### config.mk
export PLATFORM = sky130hd
export DESIGN_NAME = access_decoder
export DESIGN_NICKNAME = d
export VERILOG_FILES = /design/src/verilog/regfile_pkg.sv /design/src/verilog/access_decoder.sv
export SDC_FILE = /design/constraint.sdc
export NUM_CORES = 1
export LEC_CHECK = 0
export BUFFER_PORTS_ARGS = -buffer_cell sky130_fd_sc_hd__clkbuf_2
export CAP_MARGIN = 20
export CORE_UTILIZATION = 45
export DETAILED_ROUTE_END_ITERATION = 8
export PLACE_DENSITY = 0.92
export REMOVE_ABC_BUFFERS = 1
export SLEW_MARGIN = 10
export SYNTH_ARGS = -nofsm -noshare
export SYNTH_HDL_FRONTEND = slang
export SYNTH_SLANG_ARGS = --single-unit
### constraint.sdc
create_clock -name vclk -period 6
set_input_delay 0 -clock vclk [all_inputs]
set_output_delay 0 -clock vclk [all_outputs]
set_load 0.1 [all_outputs]
### src/verilog/regfile_pkg.sv
package regfile_pkg;

    // ~~~~~~~~~~~~~~~~~~~~~~~~~~~~~~~~~~~~~~~~~~~~~~~~~~~~~~~~~~~~~~~~~~~~~~
    // Register file geometry
    // ~~~~~~~~~~~~~~~~~~~~~~~~~~~~~~~~~~~~~~~~~~~~~~~~~~~~~~~~~~~~~~~~~~~~~~

    localparam int NUM_REGS     = 8;
    localparam int NUM_GPR_SECS = 24;  // Section index is register * 3 + section
    localparam int NUM_SECS     = 32;  // MMX registers occupy 24 to 31

    localparam int SEC_E = 2;  // Bits 31:16
    localparam int SEC_H = 1;  // Bits 15:8
    localparam int SEC_L = 0;  // Bits 7:0

    localparam int TAG_W = 7;

    typedef logic [2:0]          reg_addr_t;
    typedef logic [TAG_W-1:0]    tag_t;
    typedef logic [63:0]         data_t;
    typedef logic [NUM_SECS-1:0] sec_mask_t;

    typedef enum logic {
        file_gpr,
        file_mmx
    } reg_file_e;

    // The size is ignored for the MMX file, which is always 64 bits wide
    typedef enum logic [1:0] {
        size8,
        size16,
        size32,
        size64
    } op_size_e;

    // ~~~~~~~~~~~~~~~~~~~~~~~~~~~~~~~~~~~~~~~~~~~~~~~~~~~~~~~~~~~~~~~~~~~~~~
    // Requests and results
    // ~~~~~~~~~~~~~~~~~~~~~~~~~~~~~~~~~~~~~~~~~~~~~~~~~~~~~~~~~~~~~~~~~~~~~~

    typedef struct packed {
        logic      valid;
        reg_file_e file;
        op_size_e  size;
        reg_addr_t addr;
        data_t     data;
    } wr_req_t;

    typedef struct packed {
        logic      valid;
        reg_file_e file;
        op_size_e  size;
        reg_addr_t addr;
        tag_t      tag;
    } rsv_req_t;

    typedef struct packed {
        logic valid;
        tag_t tag;
    } bcast_t;

    typedef struct packed {
        reg_file_e file;
        op_size_e  size;
        reg_addr_t addr;
    } rd_req_t;

    // Pending bits are indexed by SEC_E, SEC_H and SEC_L
    typedef struct packed {
        data_t      data;
        logic [2:0] pending;
        tag_t       tag_e;
        tag_t       tag_h;
        tag_t       tag_l;
    } rd_result_t;

endpackage

### src/verilog/access_decoder.sv
`timescale 1ns/10ps

module access_decoder (
    input  regfile_pkg::wr_req_t   req,
    output regfile_pkg::sec_mask_t mask,
    output logic [15:0]            lane_e,
    output logic [7:0]             lane_h,
    output logic [7:0]             lane_l,
    output regfile_pkg::data_t     lane_mmx
);

    logic byte_high;  // 8-bit access to the high byte of registers 0 to 3

    assign byte_high = (req.file == regfile_pkg::file_gpr) &&
                       (req.size == regfile_pkg::size8) && req.addr[2];

    // ~~~~~~~~~~~~~~~~~~~~~~~~~~~~~~~~~~~~~~~~~~~~~~~~~~~~~~~~~~~~~~~~~~~~~~
    // Section mask
    // ~~~~~~~~~~~~~~~~~~~~~~~~~~~~~~~~~~~~~~~~~~~~~~~~~~~~~~~~~~~~~~~~~~~~~~

    always_comb begin
        int base;
        int byte_base;
        base      = int'(req.addr) * 3;
        byte_base = int'(req.addr[1:0]) * 3;
        mask      = '0;
        if (req.valid) begin
            if (req.file == regfile_pkg::file_mmx) begin
                mask[regfile_pkg::NUM_GPR_SECS + int'(req.addr)] = 1'b1;
            end else begin
                case (req.size)
                    regfile_pkg::size8: begin
                        if (byte_high) begin
                            mask[byte_base + regfile_pkg::SEC_H] = 1'b1;
                        end else begin
                            mask[byte_base + regfile_pkg::SEC_L] = 1'b1;
                        end
                    end
                    regfile_pkg::size16: begin
                        mask[base + regfile_pkg::SEC_H] = 1'b1;
                        mask[base + regfile_pkg::SEC_L] = 1'b1;
                    end
                    regfile_pkg::size32: begin
                        mask[base + regfile_pkg::SEC_E] = 1'b1;
                        mask[base + regfile_pkg::SEC_H] = 1'b1;
                        mask[base + regfile_pkg::SEC_L] = 1'b1;
                    end
                    default: begin
                        mask = '0;  // No 64-bit general register exists
                    end
                endcase
            end
        end
    end

    // ~~~~~~~~~~~~~~~~~~~~~~~~~~~~~~~~~~~~~~~~~~~~~~~~~~~~~~~~~~~~~~~~~~~~~~
    // Data lanes, aligned to their sections
    // ~~~~~~~~~~~~~~~~~~~~~~~~~~~~~~~~~~~~~~~~~~~~~~~~~~~~~~~~~~~~~~~~~~~~~~

    assign lane_e   = req.data[31:16];
    assign lane_h   = byte_high ? req.data[7:0] : req.data[15:8];  // AH..BH take the low byte
    assign lane_l   = req.data[7:0];
    assign lane_mmx = req.data;

endmodule

==> metrics <==
number of I/O port buffers between 80 and 90; classification of the worst-slack hold path input port to output pin; power dissipated by switching net loads roughly 260 µW; met3 wirelength from detailed routing between 2000 and 2500 µm; sort of element at the end of the critical path output pin; peak ir drop on the vdd network ~0.00012 V; largest area contributor in the synthesized netlist buf_4; crit path max-delay cell type xnor2_1; Detailed Route WL 14400 µm; Crit path max-delay family buffers and inverters; pin count of the biggest net entering global routing 25; number of distinct library cells after synthesis 53; overall via count from detail_route between 3000 and 4000; count of buffers added by post-CTS timing repair for setup 0; Post-synth top cells buf_4 (91), nand2_1 (68), nor2_1 (24); number of antenna repair diodes 0; register area 0 µm²; Clock Buffer Count 0; sum of routed wire segments on met1 a little under 5000 µm; area share of the leading cell type in the synthesized netlist between 20% and 30%; outcome finished, final reports clean; Critical Path, Cell by Cell clkbuf_2 -> ha_1 -> buf_4 -> inv_1 -> fa_1 -> buf_4 -> inv_1 -> ha_1 -> and2_1 -> xnor2_1 -> a22oi_1 -> o32ai_1 -> nand2_1 -> a21oi_1 -> clkbuf_2; Final Hold Violating Endpoints 0; area of the mapped netlist 0.00253 mm²; Leak around 0.0011 µW; DRC 0; proportion of total power due to net switching between 80% and 90%; overall track demand over capacity in global routing a little under half; NumNets Final roughly 470; grt total ovfl 0; layout-stage area growth over the synthesis result -8.31%; number of antenna violations at the first check in global routing 0; fraction of layout instances using a drive strength above 1 between 20% and 30%; post-layout min period 4.10 ns; internal power about 63 µW; post-synthesis area per instance roughly 6.2 µm²; buffers and inverters on the worst path 6; type of the worst setup path input port to output pin; top routing layer in use met4; effective utilization at floorplan between 40% and 50%; overall power after layout 321 µW; core area approximately 0.0053 mm²; upper clock frequency limit approximately 240 MHz; Worst EP required ~6.0 ns; share of total power in combinational logic 100.0%; number of global-route vias before repair 2681; areal power density over the cells between 100 and 150 mW/mm²; post-route clock period utilization around two thirds; Pins Over Slew Limit 0; FFs & Latches 0; arrival time worst endpoint between 4 and 5 ns; height of the die roughly 77 µm; Detailed Routing Iterations Pass 1 6; warning count from the yosys run 0; first-pass GRT wire length approximately 20000 µm; Critical Path Fanout Max 18; total die area 0.00592 mm²; drt wl/cell 31.8 µm; number of buffers inserted for hold repair after clock tree synthesis 0; number of rows in the core area 26; # IOs between 150 and 200; chip width roughly 77 µm; Final GP Congestion ~1.1; final-report setup violation count 0; cell with the most instances after synthesis buf_4; detailed placement HPWL roughly 12000 µm; detailed-route vias per instance about 7; fraction of power consumed by the clock network 0%; sequential fraction of the synthesis area 0%; post-CTS resize count 0; Met2 Wirelength around 6000 µm; Worst Hold Slack 0.000935 ns; biggest area contributors in the synthesized netlist buf_4 (27%), nand2_1 (10%), ha_1 (8.4%), o21ai_0 (4.2%), nor2_1 (3.6%); worst-margin pin slew 0.795 ns; detailed router's first-iteration violation count 318; Critical Path Start Type input port; RSZ-0062 raised after global routing no; share of total power in sequential cells 0%; Total Negative Setup Slacks 0 ns; slew margin rel. between 40% and 50%; Syn Inst Count between 400 and 500; Maximum Capacitance Violations 0; maximum cell stage delay along the critical path 0.65 ns; antenna violation net count after detailed routing 0
power by group through the flow:
stage / Combinational, µW / Clock (µW) / Sequential, µW
CTS: 314 / 0 / 0
detailed placement: 313 / 0 / 0
floorplan: 168 / 0 / 0
global route: 333 / 0 / 0
global placement: 318 / 0 / 0
finish: 321 / 0 / 0
cell type report:
| class | instances | area, µm² |
|---|---|---|
| multi-input combinational | 281 | 1720 |
| tap | 70 | 87.6 |
| inverter | 9 | 33.8 |
| fill | 639 | 2950 |
| timing repair buffer | 92 | 473 |
per-layer routing:
metal  vias to the layer above  global-route usage [%]
li1                       1303                       -
met4                         0                    31.0
met1                      1417                    51.7
met5                         -                    10.9
met3                        48                    23.3
met2                       306                    69.6
path summary, 6_finish.rpt:
kind	from	endpoint	slack (ns)	cells after the start
min	req[58]	lane_mmx[58]	0.0009	0
max	req[64]	mask[29]	1.90	15
cells by family (layout without fill, tap and decap cells):
| family | count (synthesis) | count (layout) | synth area share (%) |
|---|---|---|---|
| AO/OA/AOI/OAI | 102 | 102 | 28.0 |
| adder cells (fa/ha/maj) | 20 | 20 | 9.99 |
| buffers and inverters | 124 | 101 | 32.1 |
| AND/OR/NAND/NOR | 154 | 154 | 27.9 |
| XOR/XNOR | 5 | 5 | 2.03 |
metrics by stage:
stage                     std cells  util [%]  instance area (µm²)  setup slack, ns
after global placement          452      44.0                 2320             2.05
final                           452      44.0                 2320             1.90
after global routing            452      44.0                 2320             1.69
after floorplan                 290         -                 1750             1.33
after detailed placement        452      44.0                 2320             2.03
after CTS                       452      44.0                 2320             2.03
cells in the final DEF (no fill, tap or decap), drive strengths merged, types with 2 or more instances in the layout:
cell,netlist,final
a211o,2,2
a21o,3,3
a21oi,15,15
a221oi,2,2
a22oi,10,10
a2bb2oi,2,2
a31oi,8,8
a32oi,3,3
and2,7,7
and3,10,10
buf,95,5
clkbuf,20,87
ha,17,17
inv,9,9
maj3,2,2
nand2,68,68
nand2b,5,5
nand3,16,16
nand4,6,6
nor2,25,25
nor2b,2,2
nor3,11,11
o2111ai,2,2
o21ai,23,23
o221ai,7,7
o22a,3,3
o22ai,5,5
o31ai,4,4
o32ai,2,2
xnor2,4,4
Note: power is estimated with default switching activity, not from simulation.
