[src/verilog/regfile_pkg.sv]
package regfile_pkg;

    // ~~~~~~~~~~~~~~~~~~~~~~~~~~~~~~~~~~~~~~~~~~~~~~~~~~~~~~~~~~~~~~~~~~~~~~
    // Register file geometry
    // ~~~~~~~~~~~~~~~~~~~~~~~~~~~~~~~~~~~~~~~~~~~~~~~~~~~~~~~~~~~~~~~~~~~~~~

    localparam int NUM_REGS     = 8;
    localparam int NUM_GPR_SECS = 24;  // Section index is register * 3 + section
    localparam int NUM_SECS     = 32;  // MMX registers occupy 24 to 31

    localparam int SEC_E = 2;  // Bits 31:16
    localparam int SEC_H = 1;  // Bits 15:8
    localparam int SEC_L = 0;  // Bits 7:0

    localparam int TAG_W = 7;

    typedef logic [2:0]          reg_addr_t;
    typedef logic [TAG_W-1:0]    tag_t;
    typedef logic [63:0]         data_t;
    typedef logic [NUM_SECS-1:0] sec_mask_t;

    typedef enum logic {
        file_gpr,
        file_mmx
    } reg_file_e;

    // The size is ignored for the MMX file, which is always 64 bits wide
    typedef enum logic [1:0] {
        size8,
        size16,
        size32,
        size64
    } op_size_e;

    // ~~~~~~~~~~~~~~~~~~~~~~~~~~~~~~~~~~~~~~~~~~~~~~~~~~~~~~~~~~~~~~~~~~~~~~
    // Requests and results
    // ~~~~~~~~~~~~~~~~~~~~~~~~~~~~~~~~~~~~~~~~~~~~~~~~~~~~~~~~~~~~~~~~~~~~~~

    typedef struct packed {
        logic      valid;
        reg_file_e file;
        op_size_e  size;
        reg_addr_t addr;
        data_t     data;
    } wr_req_t;

    typedef struct packed {
        logic      valid;
        reg_file_e file;
        op_size_e  size;
        reg_addr_t addr;
        tag_t      tag;
    } rsv_req_t;

    typedef struct packed {
        logic valid;
        tag_t tag;
    } bcast_t;

    typedef struct packed {
        reg_file_e file;
        op_size_e  size;
        reg_addr_t addr;
    } rd_req_t;

    // Pending bits are indexed by SEC_E, SEC_H and SEC_L
    typedef struct packed {
        data_t      data;
        logic [2:0] pending;
        tag_t       tag_e;
        tag_t       tag_h;
        tag_t       tag_l;
    } rd_result_t;

endpackage

[src/verilog/reg_storage.sv]
`timescale 1ns/10ps

module reg_storage (
    input  logic                                                clk,
    input  logic                                                reset,
    input  regfile_pkg::sec_mask_t                              mask0,
    input  regfile_pkg::sec_mask_t                              mask1,
    input  logic [15:0]                                         lane_e0,
    input  logic [7:0]                                          lane_h0,
    input  logic [7:0]                                          lane_l0,
    input  regfile_pkg::data_t                                  lane_mmx0,
    input  logic [15:0]                                         lane_e1,
    input  logic [7:0]                                          lane_h1,
    input  logic [7:0]                                          lane_l1,
    input  regfile_pkg::data_t                                  lane_mmx1,
    output logic [regfile_pkg::NUM_REGS-1:0][31:0]              gpr_q,
    output regfile_pkg::data_t [regfile_pkg::NUM_REGS-1:0]      mmx_q
);

    // Port 1 wins whenever both ports write the same section
    always_ff @(posedge clk) begin
        if (reset) begin
            gpr_q <= '0;
            mmx_q <= '0;
        end else begin
            for (int r = 0; r < regfile_pkg::NUM_REGS; r++) begin
                if (mask1[r*3 + regfile_pkg::SEC_E]) begin
                    gpr_q[r][31:16] <= lane_e1;
                end else if (mask0[r*3 + regfile_pkg::SEC_E]) begin
                    gpr_q[r][31:16] <= lane_e0;
                end

                if (mask1[r*3 + regfile_pkg::SEC_H]) begin
                    gpr_q[r][15:8] <= lane_h1;
                end else if (mask0[r*3 + regfile_pkg::SEC_H]) begin
                    gpr_q[r][15:8] <= lane_h0;
                end

                if (mask1[r*3 + regfile_pkg::SEC_L]) begin
                    gpr_q[r][7:0] <= lane_l1;
                end else if (mask0[r*3 + regfile_pkg::SEC_L]) begin
                    gpr_q[r][7:0] <= lane_l0;
                end

                // MMX registers are a single section each
                if (mask1[regfile_pkg::NUM_GPR_SECS + r]) begin
                    mmx_q[r] <= lane_mmx1;
                end else if (mask0[regfile_pkg::NUM_GPR_SECS + r]) begin
                    mmx_q[r] <= lane_mmx0;
                end
            end
        end
    end

endmodule

[config.mk]
export PLATFORM = sky130hd
export DESIGN_NAME = reg_storage
export DESIGN_NICKNAME = d
export VERILOG_FILES = /design/src/verilog/regfile_pkg.sv /design/src/verilog/reg_storage.sv
export SDC_FILE = /design/constraint.sdc
export NUM_CORES = 2
export LEC_CHECK = 0
export BUFFER_PORTS_ARGS = -buffer_cell sky130_fd_sc_hd__buf_4
export CAP_MARGIN = 20
export CORE_AREA = 8 8 397 399
export CTS_CLUSTER_SIZE = 12
export DETAILED_ROUTE_END_ITERATION = 16
export DIE_AREA = 0 0 405 407
export GPL_TIMING_DRIVEN = 1
export PLACE_DENSITY = 0.44
export SYNTH_ARGS = -nofsm -noshare
export SYNTH_HDL_FRONTEND = slang
export SYNTH_SLANG_ARGS = --single-unit
[constraint.sdc]
create_clock -name clk -period 1.2 [get_ports clk]
set_input_delay 0.12 -clock clk [delete_from_list [all_inputs] [get_ports clk]]
set_output_delay 0.12 -clock clk [all_outputs]
set_load 0.02 [all_outputs]
==> flow_results.org <==
** Cells and area
- Ratio of cells with drive above 1 in the final layout :: 50.3%
- In the final design database the tool counted 5140 nets.
- Post-layout util :: 38.7%
- Filler Cells Inserted :: 15000
- From synthesis to final layout, the design area changed by 55.8%.
- Count of non-filler cells in the finished layout :: 6992

** Die
- Count of standard-cell rows :: 143
- The floorplan step defined a die boundary enclosing 0.165 mm^2.
- From left edge to right edge, the die measures 405 um.
- The core region is 0.151 mm^2.
- Measured along the y axis, the die boundary spans 407 um.
- Io pins :: 1026
- Effective utilization at floorplan :: 24.8%

** Run
- Max-cap violations :: 0

** Yosys
- The number of nets handed over by synthesis was 3751.
- Post-synthesis compound-gate area fraction :: 17.5%
- The cell count after synthesis came out at 3493.
- Flops & latches, synth :: 768
- Adder-Cell Fraction of Synth Area :: 0%
- The Yosys step of the flow raised 0 warnings.
- Library cells used by synthesis :: 14
- Simple-gate share of the synthesized area :: 12.8%
- Mux share of post-synthesis cell area :: 20.5%
- Fraction of synthesized cell area in xor and xnor cells :: 0%
- Main combinational cell family by area after synthesis :: multiplexers
- Each instance of the synthesized netlist takes up on average 10.7 um^2.
- Register area share after synthesis :: 41.0%
- The synthesized netlist occupies a cell area of 0.0375 mm^2.

** Worst setup path
- Number of stages on the worst setup path :: 2
- At the worst endpoint, the arrival time is 1270 ps.
- R2R Path End :: mmx_q[473]
- Nature of the critical path startpoint :: register
- Worst Path Required :: 1080 ps
- Maximum fanout encountered on the critical timing path :: 2
- The worst setup path is of the register to primary output kind.
- Worst path buffer plus inverter count :: 2
- Family with the most delay on the worst path :: flip-flops
- Depth of the worst register-to-register path :: 4
- Slowest-stage cell, CP :: dfxtp_2
- Largest stage delay on the critical path :: 330 ps
- Cell-by-cell listing of the critical path :: buf_6 -> buf_6
- The most numerous cell type found on the critical path is buf_6.
- The worst register-to-register path begins at mmx_q[473].
- Crit. End Element :: primary output
- The setup check on the worst reg-to-reg path leaves a slack of 250 ps.

** Place
- Port buffering added 1025 buffers.
- Instance count after placement with tap cells included :: 6316
- Once detailed placement completed, the half-perimeter wirelength came to 147 mm.
- Placer's final routability congestion estimate :: 0.847
- Minimum setup slack after placement :: 21.0 ps

** Detailed routing
- After detailed routing, the number of vias per cell comes to 4.83.
- Detailed-route DRC error count :: 0
- Wire length reported by the detailed router :: 206 mm
- Detailed-route via count :: 33700
- In the final routed layout, each cell accounts on average for 29.4 um.
- Remaining antenna violation count :: 0
- The first routing iteration left 1852 violations.
- Number of iterations in the first detailed-routing pass :: 5

** Power and ir drop
- IR analysis of the VDD net gives a maximum drop of 1020 uV.
- Total leakage power :: 24.8 nW
- Final Power :: 78.9 mW
- Dividing total power by cell area gives a power density of 1350 mW/mm^2.

** Worst hold path
- The path class of the tightest hold or removal check is input pin to register.
- The worst hold path passes through 4 cells.
- HP Start :: mask0[31]
- The path with the worst hold slack has its endpoint at mmx_q[454].

** Global routing
- The initial antenna violation count came to 9.
- Entering global routing, the biggest net connects 80 pins.
- Wire length of the first global-routing pass :: 283 mm
- The number of global-route vias before repair came to 34300.
- GRT Residual Overflow :: 0
- Across every metal layer, demand over resource in global routing totals 23.5%.

** Clock network
- Num Clock Sinks :: 768
- In this run the number of H-tree levels came out at 3.
- The later pin in the worst-skew pair is clocked with a latency of 670 ps.
- After clock tree synthesis, the clock-pin slew on the worst setup and hold paths is 60 ps.
- CTS tree :: done
- Buffer levels on the longest clock path :: 3
- CTS placed an instance of clkbuf_16 at the clock tree root.
- Total CTS buffers :: 98

** Run status
- The checks that failed: setup timing.
- Status :: complete, but fails checks

** STA
- Final Setup Violations :: 768
- Setup repair after global routing could not meet its margin everywhere.
- Worst Clk Skew :: 0 ps
- At the pin with the least slew margin, the transition time is 708 ps.
- Worst hold slack :: 93.6 ps
- For the finished layout, the period the worst path requires is 1390 ps.
- Measured against its own limit, the worst slew margin works out to 52.7%.
- Timing-limited maximum frequency :: 722 MHz
- Setup slack on the critical path of the routed design comes to -185 ps.
- Number of hold violations in the final report :: 0
- Crit share post-route :: 115%
- The max-slew violation total from the final report came to 0.
[power by group]
group	internal [mW]	switching [mW]
logic	8.73	10.3
clock network	17.6	12.6
registers	27.9	1.75
[cell usage in the layout, fill, tap and decap left out]
| cell | synthesis | routed |
|---|---|---|
| clkbuf_16 | 0 | 98 |
| inv_2 | 8 | 2 |
| nor2b_1 | 768 | 768 |
| a211oi_1 | 611 | 610 |
| buf_6 | 72 | 762 |
| bufinv_16 | 0 | 4 |
| inv_1 | 24 | 24 |
| clkbuf_8 | 0 | 27 |
| buf_12 | 37 | 63 |
| clkinv_2 | 0 | 10 |
| clkbuf_1 | 111 | 27 |
| dfxtp_4 | 0 | 71 |
| clkinv_16 | 0 | 3 |
| mux2i_1 | 768 | 768 |
| inv_4 | 0 | 3 |
| dfxtp_2 | 0 | 697 |
| diode_2 | 0 | 7 |
| clkinvlp_4 | 0 | 4 |
| a211oi_2 | 157 | 158 |
| clkinv_8 | 0 | 1 |
| inv_6 | 0 | 2 |
| buf_4 | 10 | 576 |
| dlygate4sd3_1 | 0 | 268 |
| buf_8 | 15 | 9 |
[worst min-delay path, stage by stage]
cell and delay (ps):
buf_4 150, buf_12 170, mux2i_1 170, a211oi_1 80
[cell families (layout without fill, tap and decap cells)]
group | count (synthesis) | after routing
compound gates | 768 | 768
mux | 768 | 768
flops | 768 | 768
simple gates | 768 | 768
buf+inv | 421 | 1883
other cells | 0 | 7
[flip-flops by register name, indices dropped and copies added, names as in the netlist]
name	flops
mmx_q	512
gpr_q	256
[through the flow]
| step | cell area (um^2) | setup TNS, ps |
|---|---|---|
| after CTS | 57700 | -122110 |
| after detailed placement | 46800 | 0 |
| after global placement | 46800 | 0 |
| after global routing | 58500 | -106910 |
| final | 58500 | -59430 |
| after floorplan | 37500 | 0 |
[how the worst max path moves through the flow]
stage                from         end  slack, ps
6_report       mmx_q[232]  mmx_q[232]       -190
5_1_grt         gpr_q[76]   gpr_q[76]       -250
4_1_cts        mmx_q[232]  mmx_q[232]       -270
3_5_place_dp    mask0[26]  mmx_q[148]         20
3_3_place_gp    mask0[24]   mmx_q[18]         20
2_1_floorplan   mask1[25]  mmx_q[100]        320
[what timing repair did]
item                        CTS  global route
hold endpoints to repair    768             8
hold buffers                267             2
setup endpoints to repair   768           770
gates resized for setup    1596            22
buffers inserted            134            96
[synthesized netlist by cell type]
cell type / count / area share (%)
mux2i_1: 768 / 20
a211oi_1: 611 / 12
buf_4: 10 / 0.20
inv_1: 24 / 0.24
clkbuf_1: 111 / 1.1
buf_2: 139 / 1.9
buf_1: 5 / 0.050
a211oi_2: 157 / 5.2
nor2b_1: 768 / 13
dfxtp_1: 768 / 41
buf_8: 15 / 0.60
buf_12: 37 / 2.0
buf_6: 72 / 2.2
inv_2: 8 / 0.080
[metal layers]
layer | vias up | GRT usage, % | wire, um
met5 | - | 0 | 0
met2 | 1351 | 37.6 | 92600
met4 | 0 | 9.10 | 8270
met1 | 16700 | 30.1 | 88000
li1 | 15400 | - | -
met3 | 263 | 6.65 | 16800
[final cells by class]
class | count | area, um^2 | share of cell area, %
clock buffer | 152 | 2930 | 5.00
tap | 2030 | 2540 | 4.34
inverter | 32 | 131 | 0.225
timing repair buffer | 1678 | 17000 | 29.0
multi-input combinational | 2304 | 19000 | 32.6
sequential | 768 | 16500 | 28.2
antenna | 7 | 17.5 | 0.0300
clock inverter | 21 | 309 | 0.529
Note: power is estimated with default switching activity, not from simulation.
