**src/verilog/regfile_pkg.sv**
```systemverilog
package regfile_pkg;

    // ~~~~~~~~~~~~~~~~~~~~~~~~~~~~~~~~~~~~~~~~~~~~~~~~~~~~~~~~~~~~~~~~~~~~~~
    // Register file geometry
    // ~~~~~~~~~~~~~~~~~~~~~~~~~~~~~~~~~~~~~~~~~~~~~~~~~~~~~~~~~~~~~~~~~~~~~~

    localparam int NUM_REGS     = 8;
    localparam int NUM_GPR_SECS = 24;  // Section index is register * 3 + section
    localparam int NUM_SECS     = 32;  // MMX registers occupy 24 to 31

    localparam int SEC_E = 2;  // Bits 31:16
    localparam int SEC_H = 1;  // Bits 15:8
    localparam int SEC_L = 0;  // Bits 7:0

    localparam int TAG_W = 7;

    typedef logic [2:0]          reg_addr_t;
    typedef logic [TAG_W-1:0]    tag_t;
    typedef logic [63:0]         data_t;
    typedef logic [NUM_SECS-1:0] sec_mask_t;

    typedef enum logic {
        file_gpr,
        file_mmx
    } reg_file_e;

    // The size is ignored for the MMX file, which is always 64 bits wide
    typedef enum logic [1:0] {
        size8,
        size16,
        size32,
        size64
    } op_size_e;

    // ~~~~~~~~~~~~~~~~~~~~~~~~~~~~~~~~~~~~~~~~~~~~~~~~~~~~~~~~~~~~~~~~~~~~~~
    // Requests and results
    // ~~~~~~~~~~~~~~~~~~~~~~~~~~~~~~~~~~~~~~~~~~~~~~~~~~~~~~~~~~~~~~~~~~~~~~

    typedef struct packed {
        logic      valid;
        reg_file_e file;
        op_size_e  size;
        reg_addr_t addr;
        data_t     data;
    } wr_req_t;

    typedef struct packed {
        logic      valid;
        reg_file_e file;
        op_size_e  size;
        reg_addr_t addr;
        tag_t      tag;
    } rsv_req_t;

    typedef struct packed {
        logic valid;
        tag_t tag;
    } bcast_t;

    typedef struct packed {
        reg_file_e file;
        op_size_e  size;
        reg_addr_t addr;
    } rd_req_t;

    // Pending bits are indexed by SEC_E, SEC_H and SEC_L
    typedef struct packed {
        data_t      data;
        logic [2:0] pending;
        tag_t       tag_e;
        tag_t       tag_h;
        tag_t       tag_l;
    } rd_result_t;

endpackage

```
**src/verilog/read_port.sv**
```systemverilog
`timescale 1ns/10ps

module read_port (
    input  regfile_pkg::rd_req_t                               req,
    input  logic [regfile_pkg::NUM_REGS-1:0][31:0]             gpr_q,
    input  regfile_pkg::data_t [regfile_pkg::NUM_REGS-1:0]     mmx_q,
    input  regfile_pkg::sec_mask_t                             pending,
    input  regfile_pkg::tag_t [regfile_pkg::NUM_SECS-1:0]      tags,
    output regfile_pkg::rd_result_t                            result
);

    logic [31:0] gpr_word;   // Register selected by the full address
    logic [31:0] byte_word;  // Register selected by an 8-bit address

    assign gpr_word  = gpr_q[req.addr];
    assign byte_word = gpr_q[req.addr[1:0]];

    always_comb begin
        int base;
        int sec;
        base   = int'(req.addr) * 3;
        sec    = req.addr[2] ? regfile_pkg::SEC_H : regfile_pkg::SEC_L;
        result = '0;
        if (req.file == regfile_pkg::file_mmx) begin
            base                                = regfile_pkg::NUM_GPR_SECS + int'(req.addr);
            result.data                         = mmx_q[req.addr];
            result.pending[regfile_pkg::SEC_L]  = pending[base];
            result.tag_l                        = tags[base];
        end else begin
            case (req.size)
                regfile_pkg::size8: begin
                    // The byte lands in bits 7:0 and its status in the L slot
                    base                               = int'(req.addr[1:0]) * 3;
                    result.data[7:0]                   = req.addr[2] ? byte_word[15:8]
                                                                     : byte_word[7:0];
                    result.pending[regfile_pkg::SEC_L] = pending[base + sec];
                    result.tag_l                       = tags[base + sec];
                end
                regfile_pkg::size16: begin
                    result.data[15:0]                  = gpr_word[15:0];
                    result.pending[regfile_pkg::SEC_H] = pending[base + regfile_pkg::SEC_H];
                    result.pending[regfile_pkg::SEC_L] = pending[base + regfile_pkg::SEC_L];
                    result.tag_h                       = tags[base + regfile_pkg::SEC_H];
                    result.tag_l                       = tags[base + regfile_pkg::SEC_L];
                end
                regfile_pkg::size32: begin
                    result.data[31:0]                  = gpr_word;
                    result.pending[regfile_pkg::SEC_E] = pending[base + regfile_pkg::SEC_E];
                    result.pending[regfile_pkg::SEC_H] = pending[base + regfile_pkg::SEC_H];
                    result.pending[regfile_pkg::SEC_L] = pending[base + regfile_pkg::SEC_L];
                    result.tag_e                       = tags[base + regfile_pkg::SEC_E];
                    result.tag_h                       = tags[base + regfile_pkg::SEC_H];
                    result.tag_l                       = tags[base + regfile_pkg::SEC_L];
                end
                default: begin
                    result = '0;  // A 64-bit general read covers no section
                end
            endcase
        end
    end

endmodule

```
**config.mk**
```make
export PLATFORM = sky130hd
export DESIGN_NAME = read_port
export DESIGN_NICKNAME = d
export VERILOG_FILES = /design/src/verilog/regfile_pkg.sv /design/src/verilog/read_port.sv
export SDC_FILE = /design/constraint.sdc
export NUM_CORES = 1
export LEC_CHECK = 0
export BUFFER_PORTS_ARGS = -buffer_cell sky130_fd_sc_hd__buf_4
export CAP_MARGIN = 10
export CORE_AREA = 2 2 435 437
export DETAILED_ROUTE_END_ITERATION = 12
export DIE_AREA = 0 0 437 439
export PLACE_DENSITY_LB_ADDON = 0.1
export SLEW_MARGIN = 5
export SYNTH_ARGS = -nofsm -noshare
export SYNTH_HDL_FRONTEND = slang
export SYNTH_SLANG_ARGS = --single-unit
```
**constraint.sdc**
```tcl
create_clock -name vclk -period 6.02
set_clock_uncertainty 0.1 [all_clocks]
set_input_delay 0.301 -clock vclk [all_inputs]
set_output_delay 0.301 -clock vclk [all_outputs]
set_load 0.005 [all_outputs]
```
==> results of run 1 <==
## power by group
part / switching [uW] / internal [uW]
registers: 0 / 0
clock network: 0 / 0.000187
logic: 1180 / 1360
total: 1180 / 1360
## metal layers
layer  GRT usage  part of all wire  vias up
met3      0.0315             0.061      144
li1            -                 -     6815
met1       0.170              0.35     9181
met2       0.320              0.57      935
met5           0           0.00099        -
met4      0.0140             0.013       28
## Yosys cell counts (9+ instances only)
| master | number |
|---|---|
| mux2i_1 | 38 |
| ha_1 | 9 |
| clkbuf_1 | 57 |
| nand2b_1 | 9 |
| nor2_1 | 34 |
| a21oi_1 | 11 |
| nand3_1 | 16 |
| nand2_1 | 220 |
| buf_1 | 26 |
| buf_2 | 53 |
| mux4_2 | 482 |
| a21boi_0 | 32 |
| o21ai_0 | 34 |
## logic make-up after synthesis
logic type | after synthesis | share of synthesized area
mux | 520 | 0.803
simple gates | 288 | 0.0816
buf+inv | 151 | 0.0474
compound gates | 106 | 0.0502
fa+ha+maj | 11 | 0.0109
xor+xnor | 6 | 0.00671
## final timing paths
| check | start | to | slack (ns) | cells after the start |
|---|---|---|---|---|
| hold / removal | mmx_q[415] | result[55] | 1.15 | 7 |
| setup / recovery | req[0] | result[22] | 1.12 | 13 |
## stage by stage
step                      total power (uW)  cell area (um^2)  hold WS (ns)   util  std cells
after detailed placement              2610             25300          1.15  0.135       4599
after global placement                2610             25300          1.16  0.135       4597
after floorplan                       1240             14000         0.765      -       1082
final                                 2540             25400          1.15  0.136       4607
after CTS                             2620             25300          1.15  0.135       4599
after global routing                  2700             25300          1.18  0.135       4602
## area by class of cell
class	instances	area share
multi-input combinational	931	0.529
inverter	9	0.00153
antenna	8	0.000790
timing repair buffer	1164	0.346
tap	2495	0.123
==> impl_metrics.toml, run 1 <==
[status]
result_of_the_run = "finished, final reports clean"

[setup_path]
path_common_cell = "buf_4"
critPathBufInv = 5
crit_chain = "buf_8 > ha_1 > inv_1 > fa_2 > buf_4 > xnor2_2 > buf_4 > mux4_2 > nor2_1 > nor2_1 > o21ai_0 > a21oi_1 > buf_4"
critical_path.top_delay_family = "buffers and inverters"
path_max_fanout = 42
worst-setup-path-type = "primary input to output port"
worst-endpoint-arrival_ns = 4.50
worst_path_largest_cell_delay_ns = 0.98
cp-start-kind = "primary input"
worst_path_max_delay_cell = "xnor2_2"
worst_ep_required_time_ns = 5.62
worst_setup_path_end_kind = "output port"

[floorplanning]
coreArea_um2 = 187000
fp.dieW_um = 437
die_y_um = 439
floorplan.initialDensity = 0.0748
dieArea_um2 = 192000
num_io_pins = 1118
std_cell_rows = 159

[sta]
setup_viol = 0
hold_viol_final = 0
drv_slew = 0
rsz0062_at_grt = "no"
final_worst_path_period_share = 0.814
final.setup.tns_ns = 0
slew-limit-headroom = 0.186
period_minus_slack_ns = 4.90
postLayoutSetupSlackWorst_ns = 1.12
worstMarginPinSlew_ns = 1.22
max_clock_freq_mhz = 204

[layout]
area_delta_synth_final_pct = 81.2
n_fill_cell = 21300
drive_above_1_share = 0.792
layout.cells.most_common_list = "buf_4 (1160), mux4_2 (482), nand2_1 (220), mux2i_1 (38), o21ai_0 (34)"
register_area_um2 = 0
multi_input_area_um2 = 13400
nFlopsAndLatches = 0
layout.nets = 3147
clockBufferCount = 0
final_common_cell = "buf_4"

[grt]
grt_remaining_overflow = 0
grt_antenna_before_repair = 64
first_global_vias = 18100
grt_max_degree = 105
grt.total_usage = 0.158
grt_pass1_wl_um = 202000

[route]
vias_per_cell = 3.71
detailed_routing_iteration_count_for_the_pre_antenna_repair_pass = 5
ant_nets = 0
vias = 17100
drc = 0
wirelength_um = 160000
starting_drc_count_in_detailed_routing = 1202
routed_wire_length_per_instance_um = 34.7

[job]
maxCapViolations = 0

[synthesis]
synth.cell_area_um2 = 14000
post_synth.cell_area_avg_um2 = 12.9
post_synth_top_area_share = 0.776
synth_seq_area_share = 0
post-synth-top-area-cell = "mux4_2"
synth_warnings = 0
synthDistinctLibCells = 36
synth_nets = 2123
synth.area.top_cells = "mux4_2 (78%), nand2_1 (5.9%), mux2i_1 (2.7%)"
syn_inst = 1082

[power]
cellLeakagePower_uw = 0.00998
p_per_area_nw_per_um2 = 100
vdd.ir_drop.worst_mv = 0.0613

[hold_path]
hold_path.class = "primary input to output port"

[cts]
post_cts.resized_instances = 0
cts_hold_buf = 0
cts_setup_buffers = 0

[place]
port_buffers = 1118
detailed_place_hpwl_um = 141000
gp_congestion = 0.953
place_ws_ns = 1.09
No activity file was read; power rests on OpenSTA's default activity.
==> run 2: changes to the inputs <==
==> constraint.sdc (replaced) <==
create_clock -name vclk -period 4.35
set_clock_uncertainty 0.1 [all_clocks]
set_input_delay 0.2175 -clock vclk [all_inputs]
set_output_delay 0.2175 -clock vclk [all_outputs]
set_load 0.005 [all_outputs]
==> impl_metrics.toml, run 2 (synthesis results as in run 1) <==
[hold_path]
hold_path.class = "primary input to output port"
worst_hold_startpoint = "mmx_q[61]"

[sta]
max_clock_freq_mhz = 243
setup_viol = 0
rsz0062_at_grt = "no"
slew-limit-headroom = 0.185
final.setup.tns_ns = 0
final_worst_path_period_share = 0.947
hold_viol_final = 0
period_minus_slack_ns = 4.12
drv_slew = 0
worstMarginPinSlew_ns = 1.22

[layout]
layout.cells.most_common_list = "buf_4 (1167), mux4_2 (482), nand2_1 (220), mux2i_1 (38), o21ai_0 (34)"
final_common_cell = "buf_4"
layout.nets = 3160
final_design_area_no_fill_um2 = 25500
clockBufferCount = 0
n_fill_cell = 21300
area_delta_synth_final_pct = 82.5
fin_cells = 4623
register_area_um2 = 0
nFlopsAndLatches = 0
drive_above_1_share = 0.793
final_core_utilization = 0.136

[setup_path]
critPathLaunch = "req[0]"
critical_path.top_delay_family = "buffers and inverters"
worst_setup_path_end_kind = "output port"
worst-endpoint-arrival_ns = 3.80
path_max_fanout = 51
cp-start-kind = "primary input"
worst_path_largest_cell_delay_ns = 0.58
worst_path_max_delay_cell = "mux4_2"
path_common_cell = "buf_4"
crit_chain = "buf_8 > buf_12 > ha_2 > inv_1 > fa_2 > buf_4 > mux4_2 > mux4_2 > a32oi_1 > o21ai_0 > buf_4 > buf_4"
critPathBufInv = 6
worst-setup-path-type = "primary input to output port"
worst_ep_required_time_ns = 4.03

[route]
starting_drc_count_in_detailed_routing = 1117
drc = 0
routed_wire_length_per_instance_um = 34.2
vias = 16900
wirelength_um = 158000
detailed_routing_iteration_count_for_the_pre_antenna_repair_pass = 5
ant_nets = 0
vias_per_cell = 3.66

[power]
p_switching_uw = 1640
p_per_area_nw_per_um2 = 139
power_switching_share = 0.462
cellLeakagePower_uw = 0.0101
seqPwrFrac = 0
pwr-share-comb = 1.000
clkPwrFrac = 0
cellInternalPower_uw = 1910
vdd.ir_drop.worst_mv = 0.0906
finalPower_uw = 3550

[floorplanning]
num_io_pins = 1118
fp.dieW_um = 437
die_y_um = 439
std_cell_rows = 159
coreArea_um2 = 187000
floorplan.initialDensity = 0.0748
dieArea_um2 = 192000

[place]
post_dp_cell_area_um2 = 25500
gp_congestion = 0.954
cell_total_after_placement = 4612
port_buffers = 1118
detailed_place_hpwl_um = 140000

[grt]
grt_pass1_wl_um = 200000
grt_antenna_before_repair = 61
grt_remaining_overflow = 0
first_global_vias = 18400
grt.total_usage = 0.157
grt_max_degree = 107

[cts]
cts_setup_buffers = 0
cts_hold_buf = 0
post_cts.resized_instances = 0

[job]
maxCapViolations = 0

[status]
result_of_the_run = "finished, final reports clean"
run 2: cell count changes in the layout (fill, tap and decap cells not counted):
cell	before	now
nand2b_2	1	2
diode_2	8	11
buf_12	1	7
nand2b_4	1	0
buf_4	1160	1167
run 2: final timing paths:
check,endpoint,cells past startpoint,slack [ns]
hold / removal,result[85],5,0.96
setup / recovery,result[0],12,0.23
run 2: power groups by stage:
stage                     clock network (uW)  registers [uW]  logic (uW)
final                               0.000351               0        3550
after CTS                                  0               0        3660
after global placement                     0               0        3650
after floorplan                            0               0        1710
after detailed placement                   0               0        3640
after global routing                0.000314               0        3770
run 2: final cells by class:
| cell class | count | area (um^2) | share of cell area |
|---|---|---|---|
| inverter | 9 | 38.8 | 0.00152 |
| antenna | 11 | 27.5 | 0.00108 |
| multi-input combinational | 931 | 13400 | 0.525 |
| timing repair buffer | 1177 | 8940 | 0.350 |
| tap | 2495 | 3120 | 0.122 |
run 2: layer usage:
layer	vias up	track usage	share of wire
li1	6846	-	-
met1	9101	0.165	0.35
met2	824	0.320	0.58
met3	138	0.0282	0.053
met4	22	0.0246	0.017
met5	-	0	0.00091
run 2: through the flow:
| stage | worst slack [ns] | hold slack, ns |
|---|---|---|
| 6_report | 0.231 | 0.965 |
| 3_3_place_gp | 0.101 | 0.966 |
| 3_5_place_dp | 0.0837 | 0.972 |
| 4_1_cts | 0.0883 | 0.972 |
| 2_1_floorplan | 0.0310 | 0.598 |
| 5_1_grt | 0.0198 | 0.999 |
