--- config.mk ---
export PLATFORM = sky130hd
export DESIGN_NAME = tag_tracker
export DESIGN_NICKNAME = d
export VERILOG_FILES = /design/src/verilog/regfile_pkg.sv /design/src/verilog/tag_tracker.sv
export SDC_FILE = /design/constraint.sdc
export NUM_CORES = 1
export LEC_CHECK = 0
export BUFFER_PORTS_ARGS = -buffer_cell sky130_fd_sc_hd__buf_2
export CELL_PAD_IN_SITES_DETAIL_PLACEMENT = 1
export CELL_PAD_IN_SITES_GLOBAL_PLACEMENT = 2
export CORE_AREA = 2 2 196 198
export CTS_CLUSTER_SIZE = 25
export DETAILED_ROUTE_END_ITERATION = 10
export DIE_AREA = 0 0 198 200
export PLACE_DENSITY_LB_ADDON = 0.1
export SYNTH_ARGS = -nofsm -noshare
export SYNTH_HDL_FRONTEND = slang
export SYNTH_SLANG_ARGS = --single-unit
--- constraint.sdc ---
create_clock -name clk -period 1.6 [get_ports clk]
set_clock_uncertainty 0.2 [all_clocks]
set_input_delay 0.16 -clock clk [delete_from_list [all_inputs] [get_ports clk]]
set_output_delay 0.16 -clock clk [all_outputs]
set_load 0.01 [all_outputs]
--- src/verilog/regfile_pkg.sv ---
package regfile_pkg;

    // ~~~~~~~~~~~~~~~~~~~~~~~~~~~~~~~~~~~~~~~~~~~~~~~~~~~~~~~~~~~~~~~~~~~~~~
    // Register file geometry
    // ~~~~~~~~~~~~~~~~~~~~~~~~~~~~~~~~~~~~~~~~~~~~~~~~~~~~~~~~~~~~~~~~~~~~~~

    localparam int NUM_REGS     = 8;
    localparam int NUM_GPR_SECS = 24;  // Section index is register * 3 + section
    localparam int NUM_SECS     = 32;  // MMX registers occupy 24 to 31

    localparam int SEC_E = 2;  // Bits 31:16
    localparam int SEC_H = 1;  // Bits 15:8
    localparam int SEC_L = 0;  // Bits 7:0

    localparam int TAG_W = 7;

    typedef logic [2:0]          reg_addr_t;
    typedef logic [TAG_W-1:0]    tag_t;
    typedef logic [63:0]         data_t;
    typedef logic [NUM_SECS-1:0] sec_mask_t;

    typedef enum logic {
        file_gpr,
        file_mmx
    } reg_file_e;

    // The size is ignored for the MMX file, which is always 64 bits wide
    typedef enum logic [1:0] {
        size8,
        size16,
        size32,
        size64
    } op_size_e;

    // ~~~~~~~~~~~~~~~~~~~~~~~~~~~~~~~~~~~~~~~~~~~~~~~~~~~~~~~~~~~~~~~~~~~~~~
    // Requests and results
    // ~~~~~~~~~~~~~~~~~~~~~~~~~~~~~~~~~~~~~~~~~~~~~~~~~~~~~~~~~~~~~~~~~~~~~~

    typedef struct packed {
        logic      valid;
        reg_file_e file;
        op_size_e  size;
        reg_addr_t addr;
        data_t     data;
    } wr_req_t;

    typedef struct packed {
        logic      valid;
        reg_file_e file;
        op_size_e  size;
        reg_addr_t addr;
        tag_t      tag;
    } rsv_req_t;

    typedef struct packed {
        logic valid;
        tag_t tag;
    } bcast_t;

    typedef struct packed {
        reg_file_e file;
        op_size_e  size;
        reg_addr_t addr;
    } rd_req_t;

    // Pending bits are indexed by SEC_E, SEC_H and SEC_L
    typedef struct packed {
        data_t      data;
        logic [2:0] pending;
        tag_t       tag_e;
        tag_t       tag_h;
        tag_t       tag_l;
    } rd_result_t;

endpackage

--- src/verilog/tag_tracker.sv ---
`timescale 1ns/10ps

module tag_tracker (
    input  logic                                               clk,
    input  logic                                               reset,
    input  regfile_pkg::sec_mask_t                             rsv_mask,
    input  regfile_pkg::tag_t                                  rsv_tag,
    input  regfile_pkg::bcast_t                                bcast,
    output regfile_pkg::sec_mask_t                             pending,
    output regfile_pkg::tag_t [regfile_pkg::NUM_SECS-1:0]      tags
);

    regfile_pkg::sec_mask_t bcast_hit;  // Sections whose stored tag matches the broadcast

    always_comb begin
        for (int s = 0; s < regfile_pkg::NUM_SECS; s++) begin
            bcast_hit[s] = bcast.valid && (tags[s] == bcast.tag);
        end
    end

    // ~~~~~~~~~~~~~~~~~~~~~~~~~~~~~~~~~~~~~~~~~~~~~~~~~~~~~~~~~~~~~~~~~~~~~~
    // Scoreboard update
    // ~~~~~~~~~~~~~~~~~~~~~~~~~~~~~~~~~~~~~~~~~~~~~~~~~~~~~~~~~~~~~~~~~~~~~~

    always_ff @(posedge clk) begin
        if (reset) begin
            pending <= '0;
            tags    <= '0;
        end else begin
            for (int s = 0; s < regfile_pkg::NUM_SECS; s++) begin
                if (rsv_mask[s]) begin
                    // A new reservation overrides a result arriving in the same cycle
                    pending[s] <= 1'b1;
                    tags[s]    <= rsv_tag;
                end else if (bcast_hit[s]) begin
                    pending[s] <= 1'b0;  // Tag stays as it was
                end
            end
        end
    end

endmodule

==> out/metrics.yaml, run 1 <==
run_status:
  status: "finished clean"
sta:
  final-hold-violation-count: 0
  maxSlewHeadroom_pct: 34.0
  worstMarginPinSlew_ns: 0.990
  rsz0062_at_grt: "false"
  setup_viol: 0
  fin_tns_setup_ns: 0
  finalWorstSetupSlack_ns: 0.0569
  fmax_mhz: 648
  hold-worst-slack_ns: 0.0169
  finalMaxSlewViolations: 0
  min_period_ns: 1.54
  post-route-period-util_pct: 96.4
die:
  initial_core_util_pct: 31.8
  core-area_mm2: 0.0374
  design.portCount: 305
  die_area_mm2: 0.0396
  chipWidth_um: 198
  die_y_um: 200
  fp-row-count: 71
route:
  finalWirelength_um: 43000
  first_iter_violations: 367
  wl_per_cell_um: 20.8
  drc: 0
  drtPass1Iterations: 4
  met1_length_um: 21000
  met3_wirelength_um: 2200
  final_antenna_net_count: 0
  dr_wl_met2_um: 19200
  vias: 9586
  routed.top_layer: "met4"
  vias_per_cell: 4.64
global_routing:
  grt_max_degree: 45
  overflow: 0
  antenna_found_initial: 0
  grt_pass1_wl_um: 64500
  track_usage_pct: 21.6
  first_global_vias: 10100
setup_path:
  critical-path-top-delay-family: "flip-flops"
  crit_slowest_cell: "dfxtp_1"
  cp_num_buf_inv: 1
  critPathMaxStageDelay_ns: 0.44
  crit_fanout: 3
  cp-end-kind: "output port"
  path_cells: "buf_2"
  start_kind: "flop"
  critical_path_class: "reg2out"
  required_ns: 1.24
  path_depth: 1
  reg2reg_depth: 3
  crit_arrival_ns: 1.18
pwr:
  clkPwrFrac_pct: 41.3
  cell_internal_pwr_uw: 12300
  combPwrFrac_pct: 16.5
  swShare_pct: 27.9
  p_leak_uw: 0.00722
  power_uw: 17000
  ir_worst_vdd_v: 0.000856
  p_sw_uw: 4740
  pwr-share-seq_pct: 42.2
  p_per_area_mw_per_mm2: 1090
placed_design:
  gp_congestion: 0.746
  dp.cells: 1966
  place_hpwl_um: 28100
  dp_slack_ns: 0.0484
  io_buffers: 304
min_path:
  hold_class: "in2reg"
  holdPathStages: 6
cts:
  cts-root-buf: "clkbuf_16"
  clock_path_buffers: 3
  cts_inserted_buffers: 31
  cts_max_level: 1
  cts_tree: "built"
  worst_skew_pair.late_latency_ns: 0.57
  clkSinkCount: 256
  cts_setup_buffers: 0
  clkTransAtPathRegs_ns: 0.06
cells_and_area:
  multi_input_comb_area_mm2: 0.00604
  areaGrowthSynthToFinish_pct: 31.2
  regArea_mm2: 0.00513
  nets: 1581
  final_common_cell: "buf_2"
  drive_above_1_share_pct: 26.7
  insertedDiodeCount: 0
  final_cells: 2065
  final_cell_mix: "buf_2, dfxtp_1, nor2_1"
  fillers: 4287
synth:
  syn_area_per_cell_um2: 9.82
  ys_seq_area_share_pct: 43.1
  synth_cell_type_count: 20
  syn-cell-area_mm2: 0.0119
  synth_nets: 1260
  netlist_instances: 1211
  synth.ff_latch_count: 256
  synth.yosys.warnings: 0
job:
  drv_cap: 0
-- repair_timing --
item	4_1_cts	5_1_grt
endpoints found under the hold margin	256	0
endpoints found under the setup margin	0	1
hold buffers	44	0
resized for setup	0	1
-- worst paths after layout --
check                                         startpoint                  endpoint  slack [ns]
worst min register to register  pending[25]$_SDFFE_PP0P_  pending[25]$_SDFFE_PP0P_        0.28
worst max register to register     tags[14]$_SDFFE_PP0P_     tags[14]$_SDFFE_PP0P_        0.22
worst min-delay path                            bcast[3]  pending[27]$_SDFFE_PP0P_        0.02
worst max-delay path               tags[76]$_SDFFE_PP0P_                  tags[76]        0.06
-- cells in the mapped netlist, drive strengths merged --
library cell,n,area share [%]
o21ai,20,0.84
xor2,44,3.2
dfxtp,256,43
buf,76,4.6
clkbuf,37,1.2
inv,10,0.32
nor4,22,1.2
nor2,246,7.8
xnor2,180,14
nand3b,22,1.4
nor3,22,0.93
nor2b,10,0.53
mux2i,224,19
nand4,42,2.2
-- kinds of logic (layout without fill, tap and decap cells) --
logic type	count (synthesis)	in the layout	share of synthesized area, %
DFF	256	256	43.1
xor gates and xnor gates	224	224	17.1
AOI/OAI and AO/OA	20	20	0.842
and+or+nand+nor	364	364	14.0
buffers and inverters	123	466	6.06
muxes	224	224	18.9
-- state kept, by name, summed over array words and instances (netlist names) --
register  cells
tags        224
pending      32
-- metrics by stage --
stage | util, % | cell area, um^2
2_1_floorplan | - | 11900
3_3_place_gp | 37.8 | 14100
3_5_place_dp | 37.8 | 14100
4_1_cts | 41.7 | 15600
5_1_grt | 41.7 | 15600
6_report | 41.7 | 15600
-- routing by layer --
metal,global-route usage [%],vias up
li1,-,4631
met2,34.6,207
met4,4.26,0
met5,0,-
met1,30.4,4702
met3,4.25,46
-- area by class of cell --
type,count,share of cell area (%)
clock buffer,46,5.79
clock inverter,9,0.650
inverter,10,0.241
multi-input combinational,832,38.7
sequential,256,32.9
tap,511,4.10
timing repair buffer,401,17.6
-- power by group through the flow --
stage	Sequential [uW]	Clock, uW	Combinational, uW
detailed placement	7330	0	2760
global placement	7330	0	2720
floorplan	7410	0	1540
finish	7190	7020	2810
global route	7240	7500	3090
CTS	7200	7210	2860
No activity file was read; power rests on OpenSTA's default activity.
==> run 2, diff against run 1 <==
--- a/config.mk
+++ b/config.mk
@@ -12,7 +12,7 @@
 export CTS_CLUSTER_SIZE = 25
 export DETAILED_ROUTE_END_ITERATION = 10
 export DIE_AREA = 0 0 198 200
-export PLACE_DENSITY_LB_ADDON = 0.1
+export PLACE_DENSITY = 0.76
 export SYNTH_ARGS = -nofsm -noshare
 export SYNTH_HDL_FRONTEND = slang
 export SYNTH_SLANG_ARGS = --single-unit
==> constraint.sdc (replaced) <==
create_clock -name clk -period 1.6 [get_ports clk]
set_clock_uncertainty 0.2 [all_clocks]
set_input_delay 0.32 -clock clk [delete_from_list [all_inputs] [get_ports clk]]
set_output_delay 0.32 -clock clk [all_outputs]
set_load 0.01 [all_outputs]
==> out/metrics.yaml, run 2 (synthesized netlist as in run 1, its figures left out) <==
cts:
  cts-root-buf: "clkbuf_16"  # unchanged
  clkTransAtPathRegs_ns: 0.06  # about the same
  cts_max_level: 1  # unchanged
  cts_inserted_buffers: 31  # unchanged
  clkSinkCount: 256  # unchanged
  clock_path_buffers: 3  # unchanged
  worst_skew_pair.late_latency_ns: 0.56  # was 0.57 ns
  cts_tree: "built"  # unchanged
pwr:
  pwr-share-seq_pct: 42.4  # was 42.2%
  combPwrFrac_pct: 18.2  # was 16.5%
  p_leak_uw: 0.00770  # was 0.00722 uW
  cell_internal_pwr_uw: 12300  # about the same
  ir_worst_vdd_v: 0.000733  # was 0.000856 V
  swShare_pct: 27.7  # was 27.9%
  power_uw: 17000  # about the same
  p_sw_uw: 4710  # was 4740 uW
  p_per_area_mw_per_mm2: 1020  # was 1090 mW/mm^2
  clkPwrFrac_pct: 39.4  # was 41.3%
min_path:
  hold_class: "in2reg"  # unchanged
cells_and_area:
  insertedDiodeCount: 0  # unchanged
  largest_register_ffs: 224  # unchanged
  nets: 1644  # was 1581
  regArea_mm2: 0.00550  # was 0.00513 mm^2
  regMostFlops: "tags"  # unchanged
  multi_input_comb_area_mm2: 0.00604  # unchanged
  final_cells: 2127  # was 2065
  final_cell_mix: "nor2_1, mux2i_1, buf_2"  # was buf_2, dfxtp_1, nor2_1
  fillers: 4240  # was 4287
  top_regs: "tags (224), pending (32)"  # unchanged
  areaGrowthSynthToFinish_pct: 41.1  # was 31.2%
  final_common_cell: "nor2_1"  # was buf_2
  drive_above_1_share_pct: 44.7  # was 26.7%
  fin_util_pct: 44.9  # was 41.7%
route:
  drc: 0  # unchanged
  vias_per_cell: 4.64  # about the same
  vias: 9879  # was 9586
  first_iter_violations: 316  # was 367
  wl_per_cell_um: 20.1  # was 20.8 um
  finalWirelength_um: 42900  # was 43000 um
  final_antenna_net_count: 0  # unchanged
  drtPass1Iterations: 6  # was 4
die:
  initial_core_util_pct: 31.8  # unchanged
  design.portCount: 305  # unchanged
  core-area_mm2: 0.0374  # unchanged
  chipWidth_um: 198  # unchanged
  die_y_um: 200  # unchanged
  fp-row-count: 71  # unchanged
  die_area_mm2: 0.0396  # unchanged
setup_path:
  start_kind: "flop"  # unchanged
  crit_slowest_cell: "dfxtp_2"  # was dfxtp_1
  path_cells: "buf_2"  # unchanged
  crit_fanout: 3  # unchanged
  critical-path-top-delay-family: "flip-flops"  # unchanged
  cp_num_buf_inv: 1  # unchanged
  cp-end-kind: "output port"  # unchanged
  critPathMaxStageDelay_ns: 0.36  # was 0.44 ns
  required_ns: 1.08  # was 1.24 ns
  crit_arrival_ns: 1.06  # was 1.18 ns
  critical_path_class: "reg2out"  # unchanged
placed_design:
  gp_congestion: 0.761  # was 0.746
  io_buffers: 304  # unchanged
  place_hpwl_um: 28000  # was 28100 um
  dp.cells: 1975  # was 1966
sta:
  final-hold-violation-count: 0  # unchanged
  post-route-period-util_pct: 98.4  # was 96.4%
  min_period_ns: 1.58  # was 1.54 ns
  setup_viol: 0  # unchanged
  hold-worst-slack_ns: 0.0334  # was 0.0169 ns
  worstMarginPinSlew_ns: 0.926  # was 0.990 ns
  maxSlewHeadroom_pct: 38.3  # was 34.0%
  fmax_mhz: 635  # was 648 MHz
  finalMaxSlewViolations: 0  # unchanged
  fin_tns_setup_ns: 0  # unchanged
run_status:
  status: "finished clean"  # unchanged
global_routing:
  antenna_found_initial: 1  # was 0
  grt_pass1_wl_um: 62400  # was 64500 um
  grt_max_degree: 60  # was 45
  overflow: 0  # unchanged
  track_usage_pct: 20.7  # was 21.6%
  first_global_vias: 9972  # was 10100
job:
  drv_cap: 0  # unchanged
==> run 2: cell types whose count changed in the layout (fill, tap and decap cells not counted), sizes merged, moves of 2 or more <==
cell,before,now
clkbuf,47,52
dlygate4sd3,44,32
clkinv,5,3
bufinv,2,0
buf,356,431
==> run 2: power groups by stage <==
stage	registers (uW)	clock network (uW)	logic [uW]
floorplan	7410	0	1540
global placement	7310	0	2710
detailed placement	7320	0	2770
CTS	7230	6870	3010
global route	7260	7130	3370
finish	7220	6700	3110
==> run 2: worst paths after layout <==
kind | start | to | slack, ns | depth (start not counted)
setup reg to reg | tags[219]$_SDFFE_PP0P_ | tags[219]$_SDFFE_PP0P_ | 0.19 | 3
setup / recovery | tags[219]$_SDFFE_PP0P_ | tags[219] | 0.02 | 1
hold reg to reg | pending[2]$_SDFFE_PP0P_ | pending[2]$_SDFFE_PP0P_ | 0.28 | 2
hold / removal | rsv_mask[8] | pending[8]$_SDFFE_PP0P_ | 0.03 | 4
==> run 2: layout make-up <==
type	count	share of cell area [%]
clock buffers	51	5.61
multi-input cells	832	36.0
flip-flops and latches	256	32.8
well taps	511	3.81
repair buffers	464	21.5
inverters	10	0.224
clock inverters	3	0.0895
==> run 2: repair_timing <==
item                                    4_1_cts  5_1_grt
hold endpoints to repair                    155        0
hold buffers                                 32        0
endpoints found under the setup margin      233       74
setup buffers                                31       35
gates resized for setup                     310       52
==> run 2: worst register-to-register path, stage by stage, from the launching register on <==
cell and delay [ns]:
dfxtp_2 0.34, mux2i_1 0.13, nor2_1 0.05, dlygate4sd3_1 0.57
==> run 2: stage by stage <==
stage | worst slack, ns | cell area [um^2]
2_1_floorplan | 0.207 | 11900
3_3_place_gp | -0.0417 | 14200
3_5_place_dp | -0.0681 | 14200
4_1_cts | 0.0000338 | 16300
5_1_grt | -0.0103 | 16800
6_report | 0.0249 | 16800
==> run 2: layer usage <==
metal  share of wire, %  track usage, %  up-vias
li1                   -               -     4769
met1                 47            28.0     4822
met2                 46            34.5      227
met3                4.6            3.65       59
met4                2.0            4.59        2
met5              0.030               0        -
==> run 3, diff against run 2 <==
--- a/config.mk
+++ b/config.mk
@@ -5,14 +5,16 @@
 export SDC_FILE = /design/constraint.sdc
 export NUM_CORES = 1
 export LEC_CHECK = 0
+export ABC_AREA = 1
 export BUFFER_PORTS_ARGS = -buffer_cell sky130_fd_sc_hd__buf_2
 export CELL_PAD_IN_SITES_DETAIL_PLACEMENT = 1
 export CELL_PAD_IN_SITES_GLOBAL_PLACEMENT = 2
-export CORE_AREA = 2 2 196 198
+export CORE_AREA = 10 10 224 226
 export CTS_CLUSTER_SIZE = 25
 export DETAILED_ROUTE_END_ITERATION = 10
-export DIE_AREA = 0 0 198 200
-export PLACE_DENSITY = 0.76
+export DIE_AREA = 0 0 234 236
+export PLACE_DENSITY = 0.77
+export SLEW_MARGIN = 20
 export SYNTH_ARGS = -nofsm -noshare
 export SYNTH_HDL_FRONTEND = slang
 export SYNTH_SLANG_ARGS = --single-unit
==> out/metrics.yaml, run 3 <==
global_routing:
  top_usage_layer: "met2"  # unchanged
  met1_usage_pct: 27.4  # was 28.0%
  overflow: 0  # unchanged
  gr-usage-met3_pct: 5.22  # was 3.65%
  antenna_found_initial: 4  # was 1
  met2_usage_pct: 36.0  # was 34.5%
  track_usage_pct: 21.6  # was 20.7%
  first_global_vias: 14546  # was 9972
  grt_pass1_wl_um: 91600  # was 62400 um
  grt_max_degree: 39  # was 60
synth:
  yosys.area.top_type: "dfxtp_1"  # unchanged
  syn_area_per_cell_um2: 6.56  # was 9.82 um^2
  synth_top_cell_area_share_pct: 39.0  # was 43.1%
  ys.flop_type: "dfxtp_1"  # unchanged
  synth_nets: 2052  # was 1260
  async_flop_share_pct: 0  # unchanged
  synth.yosys.warnings: 0  # unchanged
  syn-cell-area_mm2: 0.0131  # was 0.0119 mm^2
  ys_top_cells_by_count: "nand2_1, inv_1, dfxtp_1"  # was dfxtp_1, nor2_1, mux2i_1
  synth.area.top_cells: "dfxtp_1, nand2_1, a211oi_1"  # was dfxtp_1, mux2i_1, xnor2_1
  synth_edf_count: 0  # unchanged
  yosysMostFrequentCell: "nand2_1"  # was dfxtp_1
  netlist_instances: 2003  # was 1211
  ys_seq_area_share_pct: 39.0  # was 43.1%
  synth_cell_type_count: 19  # was 20
  synth.ff_latch_count: 256  # unchanged
setup_path:
  r2r-end: "pending[29]$_SDFFE_PP0P_"  # was tags[219]$_SDFFE_PP0P_
  critPathMaxStageDelay_ns: 0.36  # about the same
  path_cells: "buf_2"  # unchanged
  cp_num_buf_inv: 1  # unchanged
  crit_arrival_ns: 1.05  # was 1.06 ns
  cp-end-kind: "output port"  # unchanged
  critical-path-top-delay-family: "flip-flops"  # unchanged
  rr_startpoint: "tags[209]$_SDFFE_PP0P_"  # was tags[219]$_SDFFE_PP0P_
  critical_path_class: "reg2out"  # unchanged
  reg2reg_depth: 9  # was 3
  start_kind: "flop"  # unchanged
  crit_slowest_cell: "dfxtp_2"  # unchanged
  crit_fanout: 3  # unchanged
  required_ns: 1.08  # about the same
  r2r_slack_ns: 0.25  # was 0.19 ns
sta:
  post-route-period-util_pct: 98.3  # was 98.4%
  hold-worst-slack_ns: 0.0774  # was 0.0334 ns
  min_period_ns: 1.57  # was 1.58 ns
  finalMaxSlewViolations: 0  # unchanged
  worstMarginPinSlew_ns: 0.506  # was 0.926 ns
  fmax_mhz: 636  # was 635 MHz
  maxSlewHeadroom_pct: 66.3  # was 38.3%
  setup_viol: 0  # unchanged
  final-hold-violation-count: 0  # unchanged
cells_and_area:
  drive_above_1_share_pct: 30.1  # was 44.7%
  nets: 2371  # was 1644
  largest_register_ffs: 224  # unchanged
  regMostFlops: "tags"  # unchanged
  final_common_cell: "nand2_1"  # was nor2_1
  final_cells: 2951  # was 2127
  top_regs: "tags (224), pending (32)"  # unchanged
  areaGrowthSynthToFinish_pct: 36.9  # was 41.1%
  final_cell_mix: "nand2_1, inv_1, nor2_1"  # was nor2_1, mux2i_1, buf_2
die:
  die_area_mm2: 0.0552  # was 0.0396 mm^2
  die_y_um: 236  # was 200 um
  initial_core_util_pct: 28.7  # was 31.8%
  design.portCount: 305  # unchanged
  fp-row-count: 79  # was 71
  chipWidth_um: 234  # was 198 um
  core-area_mm2: 0.0459  # was 0.0374 mm^2
min_path:
  min-delay-start: "rsv_tag[3]"  # was rsv_mask[8]
  hold_class: "in2reg"  # unchanged
  hold_end: "tags[150]$_SDFFE_PP0P_"  # was pending[8]$_SDFFE_PP0P_
  holdPathStages: 4  # unchanged
route:
  first_iter_violations: 718  # was 316
  vias_per_cell: 4.72  # was 4.64
  finalWirelength_um: 61200  # was 42900 um
  wl_per_cell_um: 20.7  # was 20.1 um
  final_antenna_net_count: 0  # unchanged
  drtPass1Iterations: 5  # was 6
  drc: 0  # unchanged
  vias: 13937  # was 9879
cts:
  cts_tree: "built"  # unchanged
  clkSinkCount: 256  # unchanged
  worst_skew_pair.late_latency_ns: 0.55  # was 0.56 ns
  cts_inserted_buffers: 35  # was 31
  clkTransAtPathRegs_ns: 0.06  # about the same
  clock_path_buffers: 3  # unchanged
  cts-root-buf: "clkbuf_16"  # unchanged
  cts_max_level: 2  # was 1
placed_design:
  place_hpwl_um: 41300  # was 28000 um
  gp_congestion: 0.815  # was 0.761
  dp.cells: 2849  # was 1975
  io_buffers: 304  # unchanged
run_status:
  status: "finished clean"  # unchanged
job:
  drv_cap: 0  # unchanged
pwr:
  ir_worst_vdd_v: 0.000566  # was 0.000733 V
  p_leak_uw: 0.00859  # was 0.00770 uW
  p_per_area_mw_per_mm2: 1010  # was 1020 mW/mm^2
run 3: cell types whose count changed after synthesis, moves of 22 or more:
cell / delta
mux2i_1: -224
nand2_1: +725
nor3_1: -22
inv_1: +271
nor4_1: -22
a211oi_1: +165
xor2_1: -44
a21oi_1: +78
nand4_1: -42
nand3b_1: -22
xnor2_1: -127
a21oi_2: +29
nand3_1: +32
run 3: repair_timing:
| item | 4_1_cts | 5_1_grt |
|---|---|---|
| hold buffers | 32 | 0 |
| endpoints found under the hold margin | 60 | 0 |
| endpoints found under the setup margin | 206 | 123 |
| buffers inserted | 4 | 7 |
| resized for setup | 271 | 133 |
run 3: cell type report:
cell class / instances / area (um^2)
multi-input cells: 1333 / 6140
clock buffers: 53 / 1000
flip-flops and latches: 256 / 5580
repair buffers: 408 / 3360
inverters: 288 / 1110
fillers: 5810 / 27900
well taps: 607 / 759
diodes: 1 / 2.50
clock inverters: 5 / 36.3
run 3: power by group:
part	switching, uW	total (uW)	internal, uW
sequential	461	7310	6850
combinational	2110	3530	1420
clock	3100	7410	4310
total	5670	18200	12600
run 3: through the flow:
stage	power (uW)	util, %	instance area [um^2]	setup TNS, ns	setup WS, ns
after floorplan	9160	-	13100	0	0.240
after global placement	10600	34.1	15700	-0.0300	-0.0299
after detailed placement	10700	34.1	15700	-0.195	-0.0668
after CTS	18400	38.3	17500	0	0.000433
after global routing	19200	39.2	18000	-0.00568	-0.00293
final	18200	39.2	18000	0	0.0275
run 3: worst max path at each step:
stage	from	endpoint	slack, ns	cells past startpoint
2_1_floorplan	bcast[4]	pending[3]$_SDFFE_PP0P_	0.24	10
3_3_place_gp	bcast[6]	pending[26]$_SDFFE_PP0P_	-0.03	11
3_5_place_dp	bcast[6]	pending[26]$_SDFFE_PP0P_	-0.07	11
4_1_cts	tags[81]$_SDFFE_PP0P_	tags[81]	0.0004	1
5_1_grt	tags[190]$_SDFFE_PP0P_	tags[190]	-0.003	1
6_report	tags[62]$_SDFFE_PP0P_	tags[62]	0.03	1
run 3: cells by family (layout without fill, tap and decap cells):
logic type	after synthesis	in the layout	synth area share, %
xor+xnor	43	43	2.87
compound gates	272	272	14.3
other cells	0	1	0
flops	256	256	39.0
simple gates	1018	1018	29.5
buf+inv	414	754	14.3
run 3: worst register-to-register path, stage by stage, from the launching register on:
cell     delay, ns
dfxtp_4       0.36
buf_4         0.13
inv_1         0.06
nand2_1       0.05
nand2_1       0.05
nand2_1       0.07
nor2_1        0.10
nand2_1       0.07
nand2_1       0.07
a21oi_1       0.06
run 3: layer usage:
layer / vias to the layer above / part of all wire (%)
li1: 6788 / -
met1: 6760 / 45
met2: 295 / 47
met3: 90 / 5.7
met4: 4 / 2.2
met5: - / 0.033
